<file path="config.mk">
export PLATFORM = sky130hd
export DESIGN_NAME = cpu_top
export DESIGN_NICKNAME = d
export VERILOG_FILES = /design/src/common/cpu_pkg.sv /design/src/fetch/cpu_fetch.sv /design/src/cpu_decode.sv /design/src/cpu_execute.sv /design/src/cpu_lsu.sv /design/src/cpu_registers.sv /design/src/cpu_top.sv
export SDC_FILE = /design/constraint.sdc
export NUM_CORES = 2
export LEC_CHECK = 0
export ABC_AREA = 1
export BUFFER_PORTS_ARGS = -buffer_cell sky130_fd_sc_hd__buf_2
export CAP_MARGIN = 25
export CORE_MARGIN = 10
export CORE_UTILIZATION = 45
export CTS_BUF_LIST = sky130_fd_sc_hd__clkbuf_8
export DETAILED_ROUTE_END_ITERATION = 6
export MAX_ROUTING_LAYER = met4
export PLACE_DENSITY_LB_ADDON = 0.1
export REMOVE_ABC_BUFFERS = 1
export SLEW_MARGIN = 20
export SYNTH_ARGS = -nofsm -noshare
export SYNTH_HDL_FRONTEND = slang
export SYNTH_SLANG_ARGS = --single-unit
</file>
<file path="constraint.sdc">
create_clock -name i_clock -period 6 [get_ports i_clock]
set_clock_uncertainty 0.15 [all_clocks]
set_input_delay 0.6 -clock i_clock [delete_from_list [all_inputs] [get_ports i_clock]]
set_output_delay 0.6 -clock i_clock [all_outputs]
set_load 0.02 [all_outputs]
</file>
<file path="src/common/cpu_pkg.sv">
package cpu_pkg;

	// Basic word and field types
	typedef logic [31:0] word_t;
	typedef logic [4:0] reg_idx_t;
	typedef logic [6:0] opcode_t;
	typedef logic [2:0] funct3_t;
	typedef logic [6:0] funct7_t;

	// Core-wide constants
	localparam word_t RESET_VECTOR = 32'h0000_0000;
	localparam word_t INSTR_BYTES = 32'd4;
	localparam int NUM_REGS = 32;
	localparam logic [3:0] WMASK_ALL = 4'b1111;

	// Major opcodes of the supported subset
	localparam opcode_t OPC_LUI = 7'b0110111;
	localparam opcode_t OPC_OP_IMM = 7'b0010011;
	localparam opcode_t OPC_OP = 7'b0110011;
	localparam opcode_t OPC_LOAD = 7'b0000011;
	localparam opcode_t OPC_STORE = 7'b0100011;
	localparam opcode_t OPC_BRANCH = 7'b1100011;
	localparam opcode_t OPC_JAL = 7'b1101111;

	// funct3 and funct7 encodings
	localparam funct3_t F3_ADD = 3'b000;
	localparam funct3_t F3_SLT = 3'b010;
	localparam funct3_t F3_XOR = 3'b100;
	localparam funct3_t F3_OR = 3'b110;
	localparam funct3_t F3_AND = 3'b111;
	localparam funct3_t F3_WORD = 3'b010;
	localparam funct3_t F3_BEQ = 3'b000;
	localparam funct3_t F3_BNE = 3'b001;
	localparam funct7_t F7_BASE = 7'b0000000;
	localparam funct7_t F7_ALT = 7'b0100000;

	typedef enum logic [2:0] {
		cls_alu_reg,
		cls_alu_imm,
		cls_lui,
		cls_load,
		cls_store,
		cls_branch,
		cls_jal,
		cls_illegal
	} opclass_t;

	typedef enum logic [2:0] {
		alu_add,
		alu_sub,
		alu_and,
		alu_or,
		alu_xor,
		alu_slt,
		alu_pass_b
	} alu_op_t;

	typedef enum logic [1:0] {
		st_run,
		st_wait_mem,
		st_halted
	} exec_state_t;

endpackage

</file>
<file path="src/fetch/cpu_fetch.sv">
module cpu_fetch (
	input  logic           i_clock,
	input  logic           i_rst,
	input  logic           i_take,
	input  logic           i_jump,
	input  cpu_pkg::word_t i_jump_pc,
	input  logic           i_ibus_ready,
	input  cpu_pkg::word_t i_ibus_rdata,
	output logic           o_ibus_request,
	output cpu_pkg::word_t o_ibus_address,
	output logic           o_valid,
	output cpu_pkg::word_t o_instr,
	output cpu_pkg::word_t o_pc
);

	cpu_pkg::word_t pc;
	cpu_pkg::word_t req_addr;
	cpu_pkg::word_t buf_instr;
	cpu_pkg::word_t buf_pc;
	logic req;
	logic buf_valid;
	logic bus_done;
	logic issue;

	assign bus_done = req && i_ibus_ready;

	// One request at a time and only when the buffer has room for it
	assign issue = !req && !i_jump && (!buf_valid || i_take);

	// ====================================================================
	// Control state

	always_ff @(posedge i_clock) begin
		if (i_rst) begin
			pc <= cpu_pkg::RESET_VECTOR;
			req <= 1'b0;
			buf_valid <= 1'b0;
		end else begin
			if (i_jump) begin
				pc <= i_jump_pc;
			end else if (issue) begin
				pc <= pc + cpu_pkg::INSTR_BYTES;
			end

			if (issue) begin
				req <= 1'b1;
			end else if (bus_done) begin
				req <= 1'b0;
			end

			// A redirect never meets an open request since a full buffer blocks issue
			if (i_jump) begin
				buf_valid <= 1'b0;
			end else if (bus_done) begin
				buf_valid <= 1'b1;
			end else if (i_take) begin
				buf_valid <= 1'b0;
			end
		end
	end

	// ====================================================================
	// Address and instruction payload

	always_ff @(posedge i_clock) begin
		if (issue) begin
			req_addr <= pc;
		end
		if (bus_done) begin
			buf_instr <= i_ibus_rdata;
			buf_pc <= req_addr;
		end
	end

	assign o_ibus_request = req;
	assign o_ibus_address = req_addr;
	assign o_valid = buf_valid;
	assign o_instr = buf_instr;
	assign o_pc = buf_pc;

endmodule

</file>
<file path="src/cpu_decode.sv">
module cpu_decode (
	input  cpu_pkg::word_t    i_instr,
	output cpu_pkg::opclass_t o_class,
	output cpu_pkg::alu_op_t  o_alu_op,
	output cpu_pkg::reg_idx_t o_rs1,
	output cpu_pkg::reg_idx_t o_rs2,
	output cpu_pkg::reg_idx_t o_rd,
	output cpu_pkg::word_t    o_imm,
	output logic              o_branch_ne
);

	cpu_pkg::opcode_t opcode;
	cpu_pkg::funct3_t funct3;
	cpu_pkg::funct7_t funct7;
	cpu_pkg::word_t imm_i;
	cpu_pkg::word_t imm_s;
	cpu_pkg::word_t imm_b;
	cpu_pkg::word_t imm_u;
	cpu_pkg::word_t imm_j;

	assign opcode = i_instr[6:0];
	assign funct3 = i_instr[14:12];
	assign funct7 = i_instr[31:25];

	assign o_rs1 = i_instr[19:15];
	assign o_rs2 = i_instr[24:20];
	assign o_rd = i_instr[11:7];
	assign o_branch_ne = (funct3 == cpu_pkg::F3_BNE);

	// Immediate formats, all sign extended from bit 31
	assign imm_i = {{20{i_instr[31]}}, i_instr[31:20]};
	assign imm_s = {{20{i_instr[31]}}, i_instr[31:25], i_instr[11:7]};
	assign imm_b = {{19{i_instr[31]}}, i_instr[31], i_instr[7], i_instr[30:25],
		i_instr[11:8], 1'b0};
	assign imm_u = {i_instr[31:12], 12'h000};
	assign imm_j = {{11{i_instr[31]}}, i_instr[31], i_instr[19:12], i_instr[20],
		i_instr[30:21], 1'b0};

	always_comb begin
		o_class = cpu_pkg::cls_illegal;
		o_alu_op = cpu_pkg::alu_add;
		o_imm = '0;
		case (opcode)
			cpu_pkg::OPC_OP: begin
				o_class = cpu_pkg::cls_alu_reg;
				if (funct7 == cpu_pkg::F7_ALT && funct3 == cpu_pkg::F3_ADD) begin
					o_alu_op = cpu_pkg::alu_sub;
				end else if (funct7 != cpu_pkg::F7_BASE) begin
					o_class = cpu_pkg::cls_illegal;
				end else begin
					case (funct3)
						cpu_pkg::F3_ADD: o_alu_op = cpu_pkg::alu_add;
						cpu_pkg::F3_SLT: o_alu_op = cpu_pkg::alu_slt;
						cpu_pkg::F3_XOR: o_alu_op = cpu_pkg::alu_xor;
						cpu_pkg::F3_OR: o_alu_op = cpu_pkg::alu_or;
						cpu_pkg::F3_AND: o_alu_op = cpu_pkg::alu_and;
						default: o_class = cpu_pkg::cls_illegal;
					endcase
				end
			end
			cpu_pkg::OPC_OP_IMM: begin
				o_class = cpu_pkg::cls_alu_imm;
				o_imm = imm_i;
				case (funct3)
					cpu_pkg::F3_ADD: o_alu_op = cpu_pkg::alu_add;
					cpu_pkg::F3_XOR: o_alu_op = cpu_pkg::alu_xor;
					cpu_pkg::F3_OR: o_alu_op = cpu_pkg::alu_or;
					cpu_pkg::F3_AND: o_alu_op = cpu_pkg::alu_and;
					default: o_class = cpu_pkg::cls_illegal;
				endcase
			end
			cpu_pkg::OPC_LUI: begin
				o_class = cpu_pkg::cls_lui;
				o_alu_op = cpu_pkg::alu_pass_b;
				o_imm = imm_u;
			end
			cpu_pkg::OPC_LOAD: begin
				o_imm = imm_i;
				if (funct3 == cpu_pkg::F3_WORD) begin
					o_class = cpu_pkg::cls_load;
				end
			end
			cpu_pkg::OPC_STORE: begin
				o_imm = imm_s;
				if (funct3 == cpu_pkg::F3_WORD) begin
					o_class = cpu_pkg::cls_store;
				end
			end
			cpu_pkg::OPC_BRANCH: begin
				o_imm = imm_b;
				if (funct3 == cpu_pkg::F3_BEQ || funct3 == cpu_pkg::F3_BNE) begin
					o_class = cpu_pkg::cls_branch;
				end
			end
			cpu_pkg::OPC_JAL: begin
				o_class = cpu_pkg::cls_jal;
				o_imm = imm_j;
			end
			default: o_class = cpu_pkg::cls_illegal;
		endcase
	end

endmodule

</file>
<file path="src/cpu_execute.sv">
module cpu_execute (
	input  logic              i_clock,
	input  logic              i_rst,
	input  logic              i_valid,
	input  cpu_pkg::word_t    i_pc,
	input  cpu_pkg::opclass_t i_class,
	input  cpu_pkg::alu_op_t  i_alu_op,
	input  cpu_pkg::reg_idx_t i_rd,
	input  cpu_pkg::word_t    i_imm,
	input  logic              i_branch_ne,
	input  cpu_pkg::word_t    i_rs1_data,
	input  cpu_pkg::word_t    i_rs2_data,
	output logic              o_take,
	output logic              o_jump,
	output cpu_pkg::word_t    o_jump_pc,
	output logic              o_we,
	output cpu_pkg::reg_idx_t o_rd,
	output cpu_pkg::word_t    o_wdata,
	output logic              o_mem_start,
	output logic              o_mem_write,
	output cpu_pkg::word_t    o_mem_addr,
	output cpu_pkg::word_t    o_mem_wdata,
	input  logic              i_mem_done,
	input  cpu_pkg::word_t    i_mem_rdata,
	output logic              o_fault,
	output cpu_pkg::word_t    o_retired
);

	cpu_pkg::exec_state_t state;
	cpu_pkg::word_t alu_b;
	cpu_pkg::word_t alu_result;
	cpu_pkg::word_t link;
	cpu_pkg::word_t retired;
	logic fault;
	logic branch_taken;
	logic is_load;

	// ====================================================================
	// ALU and branch compare

	assign alu_b = (i_class == cpu_pkg::cls_alu_reg) ? i_rs2_data : i_imm;

	always_comb begin
		case (i_alu_op)
			cpu_pkg::alu_sub: alu_result = i_rs1_data - alu_b;
			cpu_pkg::alu_and: alu_result = i_rs1_data & alu_b;
			cpu_pkg::alu_or: alu_result = i_rs1_data | alu_b;
			cpu_pkg::alu_xor: alu_result = i_rs1_data ^ alu_b;
			cpu_pkg::alu_slt: alu_result = {31'd0, $signed(i_rs1_data) < $signed(alu_b)};
			cpu_pkg::alu_pass_b: alu_result = alu_b;
			default: alu_result = i_rs1_data + alu_b;
		endcase
	end

	// BNE inverts the equality result
	assign branch_taken = (i_rs1_data == i_rs2_data) ^ i_branch_ne;
	assign link = i_pc + cpu_pkg::INSTR_BYTES;
	assign is_load = (i_class == cpu_pkg::cls_load);

	assign o_jump_pc = i_pc + i_imm;
	assign o_rd = i_rd;
	assign o_wdata = (i_class == cpu_pkg::cls_jal) ? link :
		is_load ? i_mem_rdata : alu_result;

	// Address is rs1 plus offset from the ALU adder
	assign o_mem_write = (i_class == cpu_pkg::cls_store);
	assign o_mem_addr = alu_result;
	assign o_mem_wdata = i_rs2_data;

	// ====================================================================
	// Issue control

	always_comb begin
		o_take = 1'b0;
		o_jump = 1'b0;
		o_we = 1'b0;
		o_mem_start = 1'b0;
		case (state)
			cpu_pkg::st_run: begin
				if (i_valid) begin
					case (i_class)
						cpu_pkg::cls_alu_reg, cpu_pkg::cls_alu_imm, cpu_pkg::cls_lui: begin
							o_take = 1'b1;
							o_we = 1'b1;
						end
						cpu_pkg::cls_branch: begin
							o_take = 1'b1;
							o_jump = branch_taken;
						end
						cpu_pkg::cls_jal: begin
							o_take = 1'b1;
							o_jump = 1'b1;
							o_we = 1'b1;
						end
						cpu_pkg::cls_load, cpu_pkg::cls_store: o_mem_start = 1'b1;
						default: ;
					endcase
				end
			end
			cpu_pkg::st_wait_mem: begin
				o_take = i_mem_done;
				o_we = i_mem_done && is_load;
			end
			default: ;
		endcase
	end

	// ====================================================================
	// State machine, fault and retired count

	always_ff @(posedge i_clock) begin
		if (i_rst) begin
			state <= cpu_pkg::st_run;
			fault <= 1'b0;
			retired <= '0;
		end else begin
			if (o_take) begin
				retired <= retired + 32'd1;
			end
			case (state)
				cpu_pkg::st_run: begin
					if (i_valid && i_class == cpu_pkg::cls_illegal) begin
						state <= cpu_pkg::st_halted;
						fault <= 1'b1;
					end else if (o_mem_start) begin
						state <= cpu_pkg::st_wait_mem;
					end
				end
				cpu_pkg::st_wait_mem: begin
					if (i_mem_done) begin
						state <= cpu_pkg::st_run;
					end
				end
				default: ;
			endcase
		end
	end

	assign o_fault = fault;
	assign o_retired = retired;

endmodule

</file>
<file path="src/cpu_lsu.sv">
module cpu_lsu (
	input  logic           i_clock,
	input  logic           i_rst,
	input  logic           i_start,
	input  logic           i_write,
	input  cpu_pkg::word_t i_addr,
	input  cpu_pkg::word_t i_wdata,
	output logic           o_done,
	output cpu_pkg::word_t o_rdata,
	output logic           o_dbus_request,
	output logic           o_dbus_rw,
	input  logic           i_dbus_ready,
	output cpu_pkg::word_t o_dbus_address,
	input  cpu_pkg::word_t i_dbus_rdata,
	output cpu_pkg::word_t o_dbus_wdata,
	output logic [3:0]     o_dbus_wmask
);

	cpu_pkg::word_t addr;
	cpu_pkg::word_t wdata;
	cpu_pkg::word_t rdata;
	logic req;
	logic rw;
	logic done;
	logic accept;

	// New access is only taken while the bus is idle
	assign accept = i_start && !req;

	always_ff @(posedge i_clock) begin
		if (i_rst) begin
			req <= 1'b0;
			done <= 1'b0;
		end else begin
			done <= req && i_dbus_ready;
			if (accept) begin
				req <= 1'b1;
			end else if (i_dbus_ready) begin
				req <= 1'b0;
			end
		end
	end

	// Request fields held until ready
	always_ff @(posedge i_clock) begin
		if (accept) begin
			rw <= i_write;
			addr <= i_addr;
			wdata <= i_wdata;
		end
		if (req && i_dbus_ready) begin
			rdata <= i_dbus_rdata;
		end
	end

	assign o_done = done;
	assign o_rdata = rdata;
	assign o_dbus_request = req;
	assign o_dbus_rw = rw;
	assign o_dbus_address = addr;
	assign o_dbus_wdata = wdata;
	assign o_dbus_wmask = cpu_pkg::WMASK_ALL;

endmodule

</file>
<file path="src/cpu_registers.sv">
module cpu_registers (
	input  logic              i_clock,
	input  logic              i_rst,
	input  cpu_pkg::reg_idx_t i_rs1,
	input  cpu_pkg::reg_idx_t i_rs2,
	output cpu_pkg::word_t    o_rs1_data,
	output cpu_pkg::word_t    o_rs2_data,
	input  logic              i_we,
	input  cpu_pkg::reg_idx_t i_rd,
	input  cpu_pkg::word_t    i_wdata
);

	cpu_pkg::word_t regs [cpu_pkg::NUM_REGS];

	always_ff @(posedge i_clock) begin
		if (i_rst) begin
			for (int i = 0; i < cpu_pkg::NUM_REGS; i++) begin
				regs[i] <= '0;
			end
		end else if (i_we && i_rd != '0) begin
			regs[i_rd] <= i_wdata;
		end
	end

	// x0 is hardwired to zero
	assign o_rs1_data = (i_rs1 == '0) ? '0 : regs[i_rs1];
	assign o_rs2_data = (i_rs2 == '0) ? '0 : regs[i_rs2];

endmodule

</file>
<file path="src/cpu_top.sv">
module cpu_top (
	input  logic           i_clock,
	input  logic           i_rst,

	// Instruction bus
	output logic           o_ibus_request,
	input  logic           i_ibus_ready,
	output cpu_pkg::word_t o_ibus_address,
	input  cpu_pkg::word_t i_ibus_rdata,

	// Data bus
	output logic           o_dbus_request,
	output logic           o_dbus_rw,
	input  logic           i_dbus_ready,
	output cpu_pkg::word_t o_dbus_address,
	input  cpu_pkg::word_t i_dbus_rdata,
	output cpu_pkg::word_t o_dbus_wdata,
	output logic [3:0]     o_dbus_wmask,

	// Status
	output logic           o_fault,
	output cpu_pkg::word_t o_retired
);

	logic fetch_valid;
	cpu_pkg::word_t fetch_instr;
	cpu_pkg::word_t fetch_pc;

	logic exec_take;
	logic exec_jump;
	cpu_pkg::word_t exec_jump_pc;

	cpu_pkg::opclass_t dec_class;
	cpu_pkg::alu_op_t dec_alu_op;
	cpu_pkg::reg_idx_t dec_rs1;
	cpu_pkg::reg_idx_t dec_rs2;
	cpu_pkg::reg_idx_t dec_rd;
	cpu_pkg::word_t dec_imm;
	logic dec_branch_ne;

	cpu_pkg::word_t rs1_data;
	cpu_pkg::word_t rs2_data;
	logic wb_we;
	cpu_pkg::reg_idx_t wb_rd;
	cpu_pkg::word_t wb_wdata;

	logic mem_start;
	logic mem_write;
	cpu_pkg::word_t mem_addr;
	cpu_pkg::word_t mem_wdata;
	logic mem_done;
	cpu_pkg::word_t mem_rdata;

	// ====================================================================
	// Fetch

	cpu_fetch u_fetch (
		.i_clock(i_clock),
		.i_rst(i_rst),
		.i_take(exec_take),
		.i_jump(exec_jump),
		.i_jump_pc(exec_jump_pc),
		.i_ibus_ready(i_ibus_ready),
		.i_ibus_rdata(i_ibus_rdata),
		.o_ibus_request(o_ibus_request),
		.o_ibus_address(o_ibus_address),
		.o_valid(fetch_valid),
		.o_instr(fetch_instr),
		.o_pc(fetch_pc)
	);

	// ====================================================================
	// Decode and register file

	cpu_decode u_decode (
		.i_instr(fetch_instr),
		.o_class(dec_class),
		.o_alu_op(dec_alu_op),
		.o_rs1(dec_rs1),
		.o_rs2(dec_rs2),
		.o_rd(dec_rd),
		.o_imm(dec_imm),
		.o_branch_ne(dec_branch_ne)
	);

	cpu_registers u_registers (
		.i_clock(i_clock),
		.i_rst(i_rst),
		.i_rs1(dec_rs1),
		.i_rs2(dec_rs2),
		.o_rs1_data(rs1_data),
		.o_rs2_data(rs2_data),
		.i_we(wb_we),
		.i_rd(wb_rd),
		.i_wdata(wb_wdata)
	);

	// ====================================================================
	// Execute

	cpu_execute u_execute (
		.i_clock(i_clock),
		.i_rst(i_rst),
		.i_valid(fetch_valid),
		.i_pc(fetch_pc),
		.i_class(dec_class),
		.i_alu_op(dec_alu_op),
		.i_rd(dec_rd),
		.i_imm(dec_imm),
		.i_branch_ne(dec_branch_ne),
		.i_rs1_data(rs1_data),
		.i_rs2_data(rs2_data),
		.o_take(exec_take),
		.o_jump(exec_jump),
		.o_jump_pc(exec_jump_pc),
		.o_we(wb_we),
		.o_rd(wb_rd),
		.o_wdata(wb_wdata),
		.o_mem_start(mem_start),
		.o_mem_write(mem_write),
		.o_mem_addr(mem_addr),
		.o_mem_wdata(mem_wdata),
		.i_mem_done(mem_done),
		.i_mem_rdata(mem_rdata),
		.o_fault(o_fault),
		.o_retired(o_retired)
	);

	// ====================================================================
	// Load/store unit

	cpu_lsu u_lsu (
		.i_clock(i_clock),
		.i_rst(i_rst),
		.i_start(mem_start),
		.i_write(mem_write),
		.i_addr(mem_addr),
		.i_wdata(mem_wdata),
		.o_done(mem_done),
		.o_rdata(mem_rdata),
		.o_dbus_request(o_dbus_request),
		.o_dbus_rw(o_dbus_rw),
		.i_dbus_ready(i_dbus_ready),
		.o_dbus_address(o_dbus_address),
		.i_dbus_rdata(i_dbus_rdata),
		.o_dbus_wdata(o_dbus_wdata),
		.o_dbus_wmask(o_dbus_wmask)
	);

endmodule
</file>
### Yosys cells after proc, flatten, opt, wreduce, memory -nomap -nowiden

Memories as Yosys holds them, arrays and structs flattened. A register that Yosys moved wholly into a read port is not among the register bits.
Index checks and enable logic that the tools add are counted.

| cells by class | value |
|---|---|
| $lt $le $gt $ge | 1 |
| shift operators | 0 |
| reductions and logical operators | 37 |
| muxes and demuxes | 54 |
| bitwise gates (word level) | 4 |
| add/subtract/negate cells | 6 |
| $mul | 0 |
| equal/unequal tests | 30 |
| divide/modulo/power cells | 0 |

Operator list:

| operator | count |
|---|---|
| 2-to-1 mux 32 bit | 8 |
| one-hot mux 32 bit (6 select lines) | 1 |
| one-hot mux 32 bit (5 select lines) | 1 |
| adder 32 x 3 -> 32 bit, second input constant | 2 |
| adder 32 bit | 2 |
| adder 32 x 1 -> 32 bit, second input constant | 1 |
| AND 32 bit | 1 |
| equality test 32 bit | 1 |
| less-than comparator 32 bit | 1 |
| bitwise OR 32 bit | 1 |
| OR reduction 32 bit | 1 |
| subtractor 32 bit | 1 |
| bitwise XOR 32 bit | 1 |
| equality test 3 bit, second input constant | 10 |
| equality test 7 x 6 -> 1 bit, second input constant | 4 |
| 2-to-1 mux 1 bit | 21 |
| 2-to-1 mux 3 bit | 7 |
| one-hot mux 3 bit (7 select lines) | 1 |
| one-hot mux 3 bit (3 select lines) | 2 |
| equality test 3 x 2 -> 1 bit, second input constant | 5 |
| 2-to-1 mux 5 bit | 3 |
| equality test 7 bit, second input constant | 2 |
| one-hot mux 3 bit (4 select lines) | 1 |
| logical NOT 5 bit | 2 |
| other kinds (23) | 52 |

| storage, ports and cells | value |
|---|---|
| output and inout port bits | 136 |
| memory bits (writable) | 1,024 |
| register bits after elaboration | 264 |
| bits in read-only memories | 0 |
| latch bits | 0 |
| bits of input ports | 68 |
| memories kept | 1 |

Memories:

| name | depth | bits a word | rd ports | clocked after memory_dff | write ports | line | source |
|---|---|---|---|---|---|---|---|
| u_registers.regs | 32 | 32 | 2 | 2 | 32 | cpu_registers.sv:13 | `cpu_pkg::word_t regs [cpu_pkg::NUM_REGS];` |

### Logic depth before layout (Yosys ltp)

| depth | value |
|---|---|
| depth in word-level cells | 17 |
| mapped depth | 43 |

### Hierarchy

From an unflattened synthesis, not the netlist that was laid out.

| unflattened totals | value |
|---|---|
| cell total of the unflattened synthesis | 10,330 |
| area, all modules | 78,119.9 um^2 |

Modules (own cells, without submodules):

| module | sequential area each (um^2) | times used | area an instance (um^2) | cells each |
|---|---|---|---|---|
| cpu_registers | 30,749.5 | 1 | 56,417.9 | 7,254 |
| cpu_execute | 700.7 | 1 | 12,594.6 | 2,319 |
| cpu_fetch | 3,563.4 | 1 | 5,180.0 | 468 |
| cpu_lsu | 2,952.8 | 1 | 3,025.4 | 113 |
| cpu_decode | 0.0 | 1 | 902.1 | 176 |

### Worst setup path after synthesis

Ideal clock, no wire load.

| timing | value |
|---|---|
| path kind | register to register |
| start point | register u_fetch.buf_instr[6] (netlist: u_fetch.o_instr[6]) |
| end point | register u_lsu.addr[0] (netlist: u_lsu.o_dbus_address[0]) (enable) |
| setup slack | 0.393 ns |
| setup time | 0.489 ns |
| buffers on the path | 1 |
| cell stages (with the launch flop) | 14 |
| data required time | 5.361 ns |
| data arrival time | 4.968 ns |
| period minus slack after synthesis | 5.607 ns |
| cell sequence | edfxtp_1 -> nor3_2 -> nand4_2 -> nand2_1 -> nor3_1 -> inv_1 -> nor2_1 -> inv_1 -> ha_1 -> inv_1 -> nor2_4 -> buf_1 -> o21ai_0 -> nor2_1 |

| between the ends | value |
|---|---|
| longest elaborated chain between the ends | 8 |

Ends and longest elaborated chain:

| element | line | source |
|---|---|---|
| start: declaration | cpu_fetch.sv:18 | `cpu_pkg::word_t buf_instr;` |
| start signal: assignment | cpu_fetch.sv:70 | `buf_instr <= i_ibus_rdata;` |
| equality test 7 bit, or another cell as far along | cpu_decode.sv:43 | `case (opcode)` |
| one-hot mux 3 bit (7 select lines) * | cpu_decode.sv:43 |  |
| equality test 3 x 2 -> 1 bit / equality test 3 bit (equally long branches) | cpu_execute.sv:81 | `case (i_class)` |
| OR reduction 2 bit * | cpu_execute.sv:81 |  |
| 2-to-1 mux 1 bit * | cpu_execute.sv:81 |  |
| 2-to-1 mux 1 bit * | cpu_execute.sv:80 | `if (i_valid) begin` |
| 2-to-1 mux 1 bit * | cpu_execute.sv:78 | `case (state)` |
| logical AND 1 bit * | cpu_lsu.sv:28 | `assign accept = i_start && !req;` |
| named net u_lsu.accept | cpu_lsu.sv:25 | `logic accept;` |
| end signal: assignment | cpu_lsu.sv:48 | `addr <= i_addr;` |
| end: declaration | cpu_lsu.sv:19 | `cpu_pkg::word_t addr;` |

Mark *: on every way through the listed nets, which the timed path passes. The rest lies on a longest branch.
A chain may end at the register's enable or synchronous reset.

==> results.cfg <==
[finish]
drive_gt1_frac = 0.138
nets = 10700
final_cell_area_um2 = 91700
post-route-util = 0.528
area_growth_pct = 16.8

[route]
vias_per_cell = 6.05
routed_wl_mm = 373
drtPass1Iterations = 7
vias = 78900
drtAntennaViolNets = 0
drt_iter0_markers = 11500
wl_per_cell_um = 28.6
drc = 0

[die]
io-pin-count = 204
die_area_um2 = 192000
core_um2 = 174000
start_util = 0.452
fp.dieH_um = 438
rows = 153
die_w_um = 438

[clocking]
htreeDepth = 4
numCtsBuffers = 221
cts_tree = yes
cts.sinks = 1298
clockRootBuffer = clkbuf_8
clock_path_buffers = 3
clk_latency_ns = 1.07
clk_pin_slew_ns = 0.06

[grt]
grt_pass1_wl_mm = 524
grt.total_usage = 0.383
grt_overflow = 0
grt_max_degree = 103
grt_antenna_before_repair = 14
first_global_vias = 74200

[timing]
slew_violations = 0
timing.hold.ws_ns = 0.0911
fmax_mhz = 168
maxSlewHeadroom = 0.251
setup_tns_ns = 0
fin_crit_sh = 0.991
hold_violations = 0
fin_crit_ns = 5.95
finalSetupViolCount = 0
worst_slew_pin_slew_ns = 1.12

[synthesis]
netlist_area_um2 = 78500
synth.distinct_cells = 69
ys_ff_latch = 1298
synth-main-ff-cell = edfxtp_1
synth_edf_count = 1217
syn_avg_cell_area_um2 = 7.89
yosys_warnings = 0
syn_inst = 9952
async_reset_ff_frac = 0
seq_area_frac_synth = 0.486

[critical_path]
cp_data_required_time_ns = 6.61
cp_max_fo = 42
critPathLaunchType = register
reg2reg_slack_ns = 0.05
path_class = register to register
end_kind = register
r2r-end = u_registers.regs[1][28]
cp.arrival_ns = 6.56
worstRegToRegCells = 24
critPathCapture = u_registers.regs[1][28]

[run_status]
status = finished, final reports clean

[worst_hold_path]
min_path_type = input pin to register
holdPathStages = 4

[power_and_ir_drop]
p_leak_nw = 38.9
vdd_drop_max_mv = 0.261
p_per_area_nw_per_um2 = 286
p_total_mw = 26.3

[flow_run]
drv_cap = 0

[placement]
place_area_um2 = 86500
port_buffers = 199
hpwlAfterDp_mm = 258
gp_congestion = 1.06
-- routing by layer --
metal,global-route usage,share of wire,vias up
li1,-,-,34600
met4,0.227,0.071,0
met3,0.0686,0.11,1171
met1,0.504,0.39,37600
met2,0.551,0.43,5472
met5,-,0,-
-- placed cells by master (no fill, tap or decap), types with 25 or more instances in the layout --
cell | Yosys | layout
nand2_1 | 3067 | 3022
nand3_1 | 1632 | 1627
edfxtp_1 | 1217 | 1217
nor2_1 | 952 | 947
buf_4 | 107 | 631
inv_1 | 441 | 526
a21oi_1 | 509 | 501
o21ai_0 | 273 | 264
clkbuf_8 | 0 | 231
and2_1 | 218 | 218
buf_2 | 335 | 199
ha_1 | 138 | 135
buf_12 | 0 | 129
xor2_1 | 80 | 80
dfxtp_1 | 81 | 71
dlygate4sd3_1 | 0 | 67
nor3_1 | 66 | 60
o211ai_1 | 59 | 59
clkinv_1 | 5 | 56
inv_2 | 57 | 56
o21ai_1 | 53 | 51
nand2_2 | 5 | 50
a31oi_1 | 45 | 45
nand4_1 | 44 | 44
nor2_2 | 33 | 37
conb_1 | 2 | 36
o22ai_1 | 27 | 26
nor4_1 | 26 | 25
-- power by group --
part           internal [mW]  switching, mW  leakage (nW)
logic                   2.38           5.53          23.5
registers               10.3          0.282          13.0
clock network           3.74           4.01          2.42
total                   16.4           9.83          38.9
-- cell families (layout without fill, tap and decap cells) --
logic type,after synthesis,count (layout),share of synthesized area
AO/OA/AOI/OAI,1095,1095,0.0785
XOR/XNOR,102,102,0.0114
adder cells (fa/ha/maj),141,141,0.0228
buffers and inverters,1227,1945,0.0706
flip-flops,1298,1298,0.486
other,2,43,0.0000956
AND/OR/NAND/NOR,6087,6087,0.331
-- worst min-delay path by stage --
stage / end / start / slack, ns
floorplan: u_fetch.o_ibus_address[0] / u_fetch.pc[0] / 0.26
global placement: u_fetch.o_ibus_address[1] / u_fetch.pc[1] / 0.27
detailed placement: u_fetch.o_pc[1] / u_fetch.o_ibus_address[1] / 0.28
CTS: register / i_ibus_ready / 0.03
global route: u_fetch.o_instr[11] / i_ibus_rdata[11] / 0.13
finish: register / i_ibus_ready / 0.09
-- worst max-delay path: stages, from the launching register on --
cell and delay, ns:
dfxtp_4 0.58, inv_8 0.28, buf_12 0.26, buf_12 0.17, buf_4 0.19, nand3_1 0.10, nand3_1 0.08, nand2_1 0.12
nand2_1 0.20, nand3_1 0.21, nand3_1 0.21, ha_1 0.53, a21oi_2 0.26, o21ai_0 0.13, o21ai_0 0.22, nand3_1 0.20
buf_12 0.19, nand3_1 0.07, o2111ai_1 0.13, o21ai_0 0.38, nand4_1 0.22, nor2_1 0.18, o21ai_2 0.09, buf_12 0.18
and2_1 0.18
-- what timing repair did --
action / CTS / global route
hold endpoints to repair: 104 / 0
pin swaps: 0 / 13
hold buffers: 67 / 0
buffers inserted: 0 / 15
resized for setup: 1 / 66
gates cloned: 0 / 3
endpoints found under the setup margin: 54 / 694
-- flip-flops by register name (all words and copies together), names as in the netlist, 2 cells and up, named ones only --
name and flops:
u_fetch.o_pc 32, u_lsu.o_dbus_address 32, u_lsu.o_rdata 32, u_execute.state 2, u_fetch.o_ibus_address 32, u_execute.o_retired 32
u_lsu.o_dbus_wdata 32, u_fetch.pc 32, u_fetch.o_instr 32, u_registers.regs 1024
-- cells in the mapped netlist, drive strengths merged, types with 2 or more instances --
library cell     n  area [µm²]
nor3b            4        30.0
ha             138        1730
nor4            26         163
fa               3        60.1
inv            499        1880
xnor2           22         193
o2111ai         12         105
o22ai           28         181
o21a            18         135
o21ai          326        1630
a22o             2        17.5
o21bai          13         105
a22oi            6        45.0
o221ai           6        52.6
nand3         1633        8180
dfxtp           81        1620
nand2         3074       11600
a211oi          13        97.6
a32oi            3        26.3
a21oi          517        2630
nand3b           4        30.0
nor2           988        3810
nand4           46         300
and3             3        18.8
a21o             5        37.5
o31ai            3        22.5
nor3            71         380
clkbuf         215         807
edfxtp        1217       36500
clkinv           5        18.8
conb             2        7.51
buf            508        2840
xor2            80         701
or4              2        15.0
a21boi           6        45.0
a221oi          24         223
o211ai          60         455
and2           218        1360
or2              6        37.5
a31oi           45         282
a2111o           2        22.5
nor2b           10        62.6
-- area by class of cell --
cell class	count	area (µm²)
multi-input cells	7461	35400
diodes	7	17.5
clock inverters	174	918
well taps	2325	2910
fillers	16500	81900
clock buffers	231	3180
flip-flops and latches	1298	38200
repair buffers	1036	9160
inverters	504	1950
-- stage by stage --
| step | cells | setup slack, ns |
|---|---|---|
| after global routing | 13000 | -0.0375 |
| after global placement | 12500 | -0.0602 |
| final | 13000 | 0.0531 |
| after CTS | 13000 | 0.0135 |
| after detailed placement | 12500 | -0.0414 |
| after floorplan | 9263 | -19.10 |
Power figures use the tool's default switching activity.
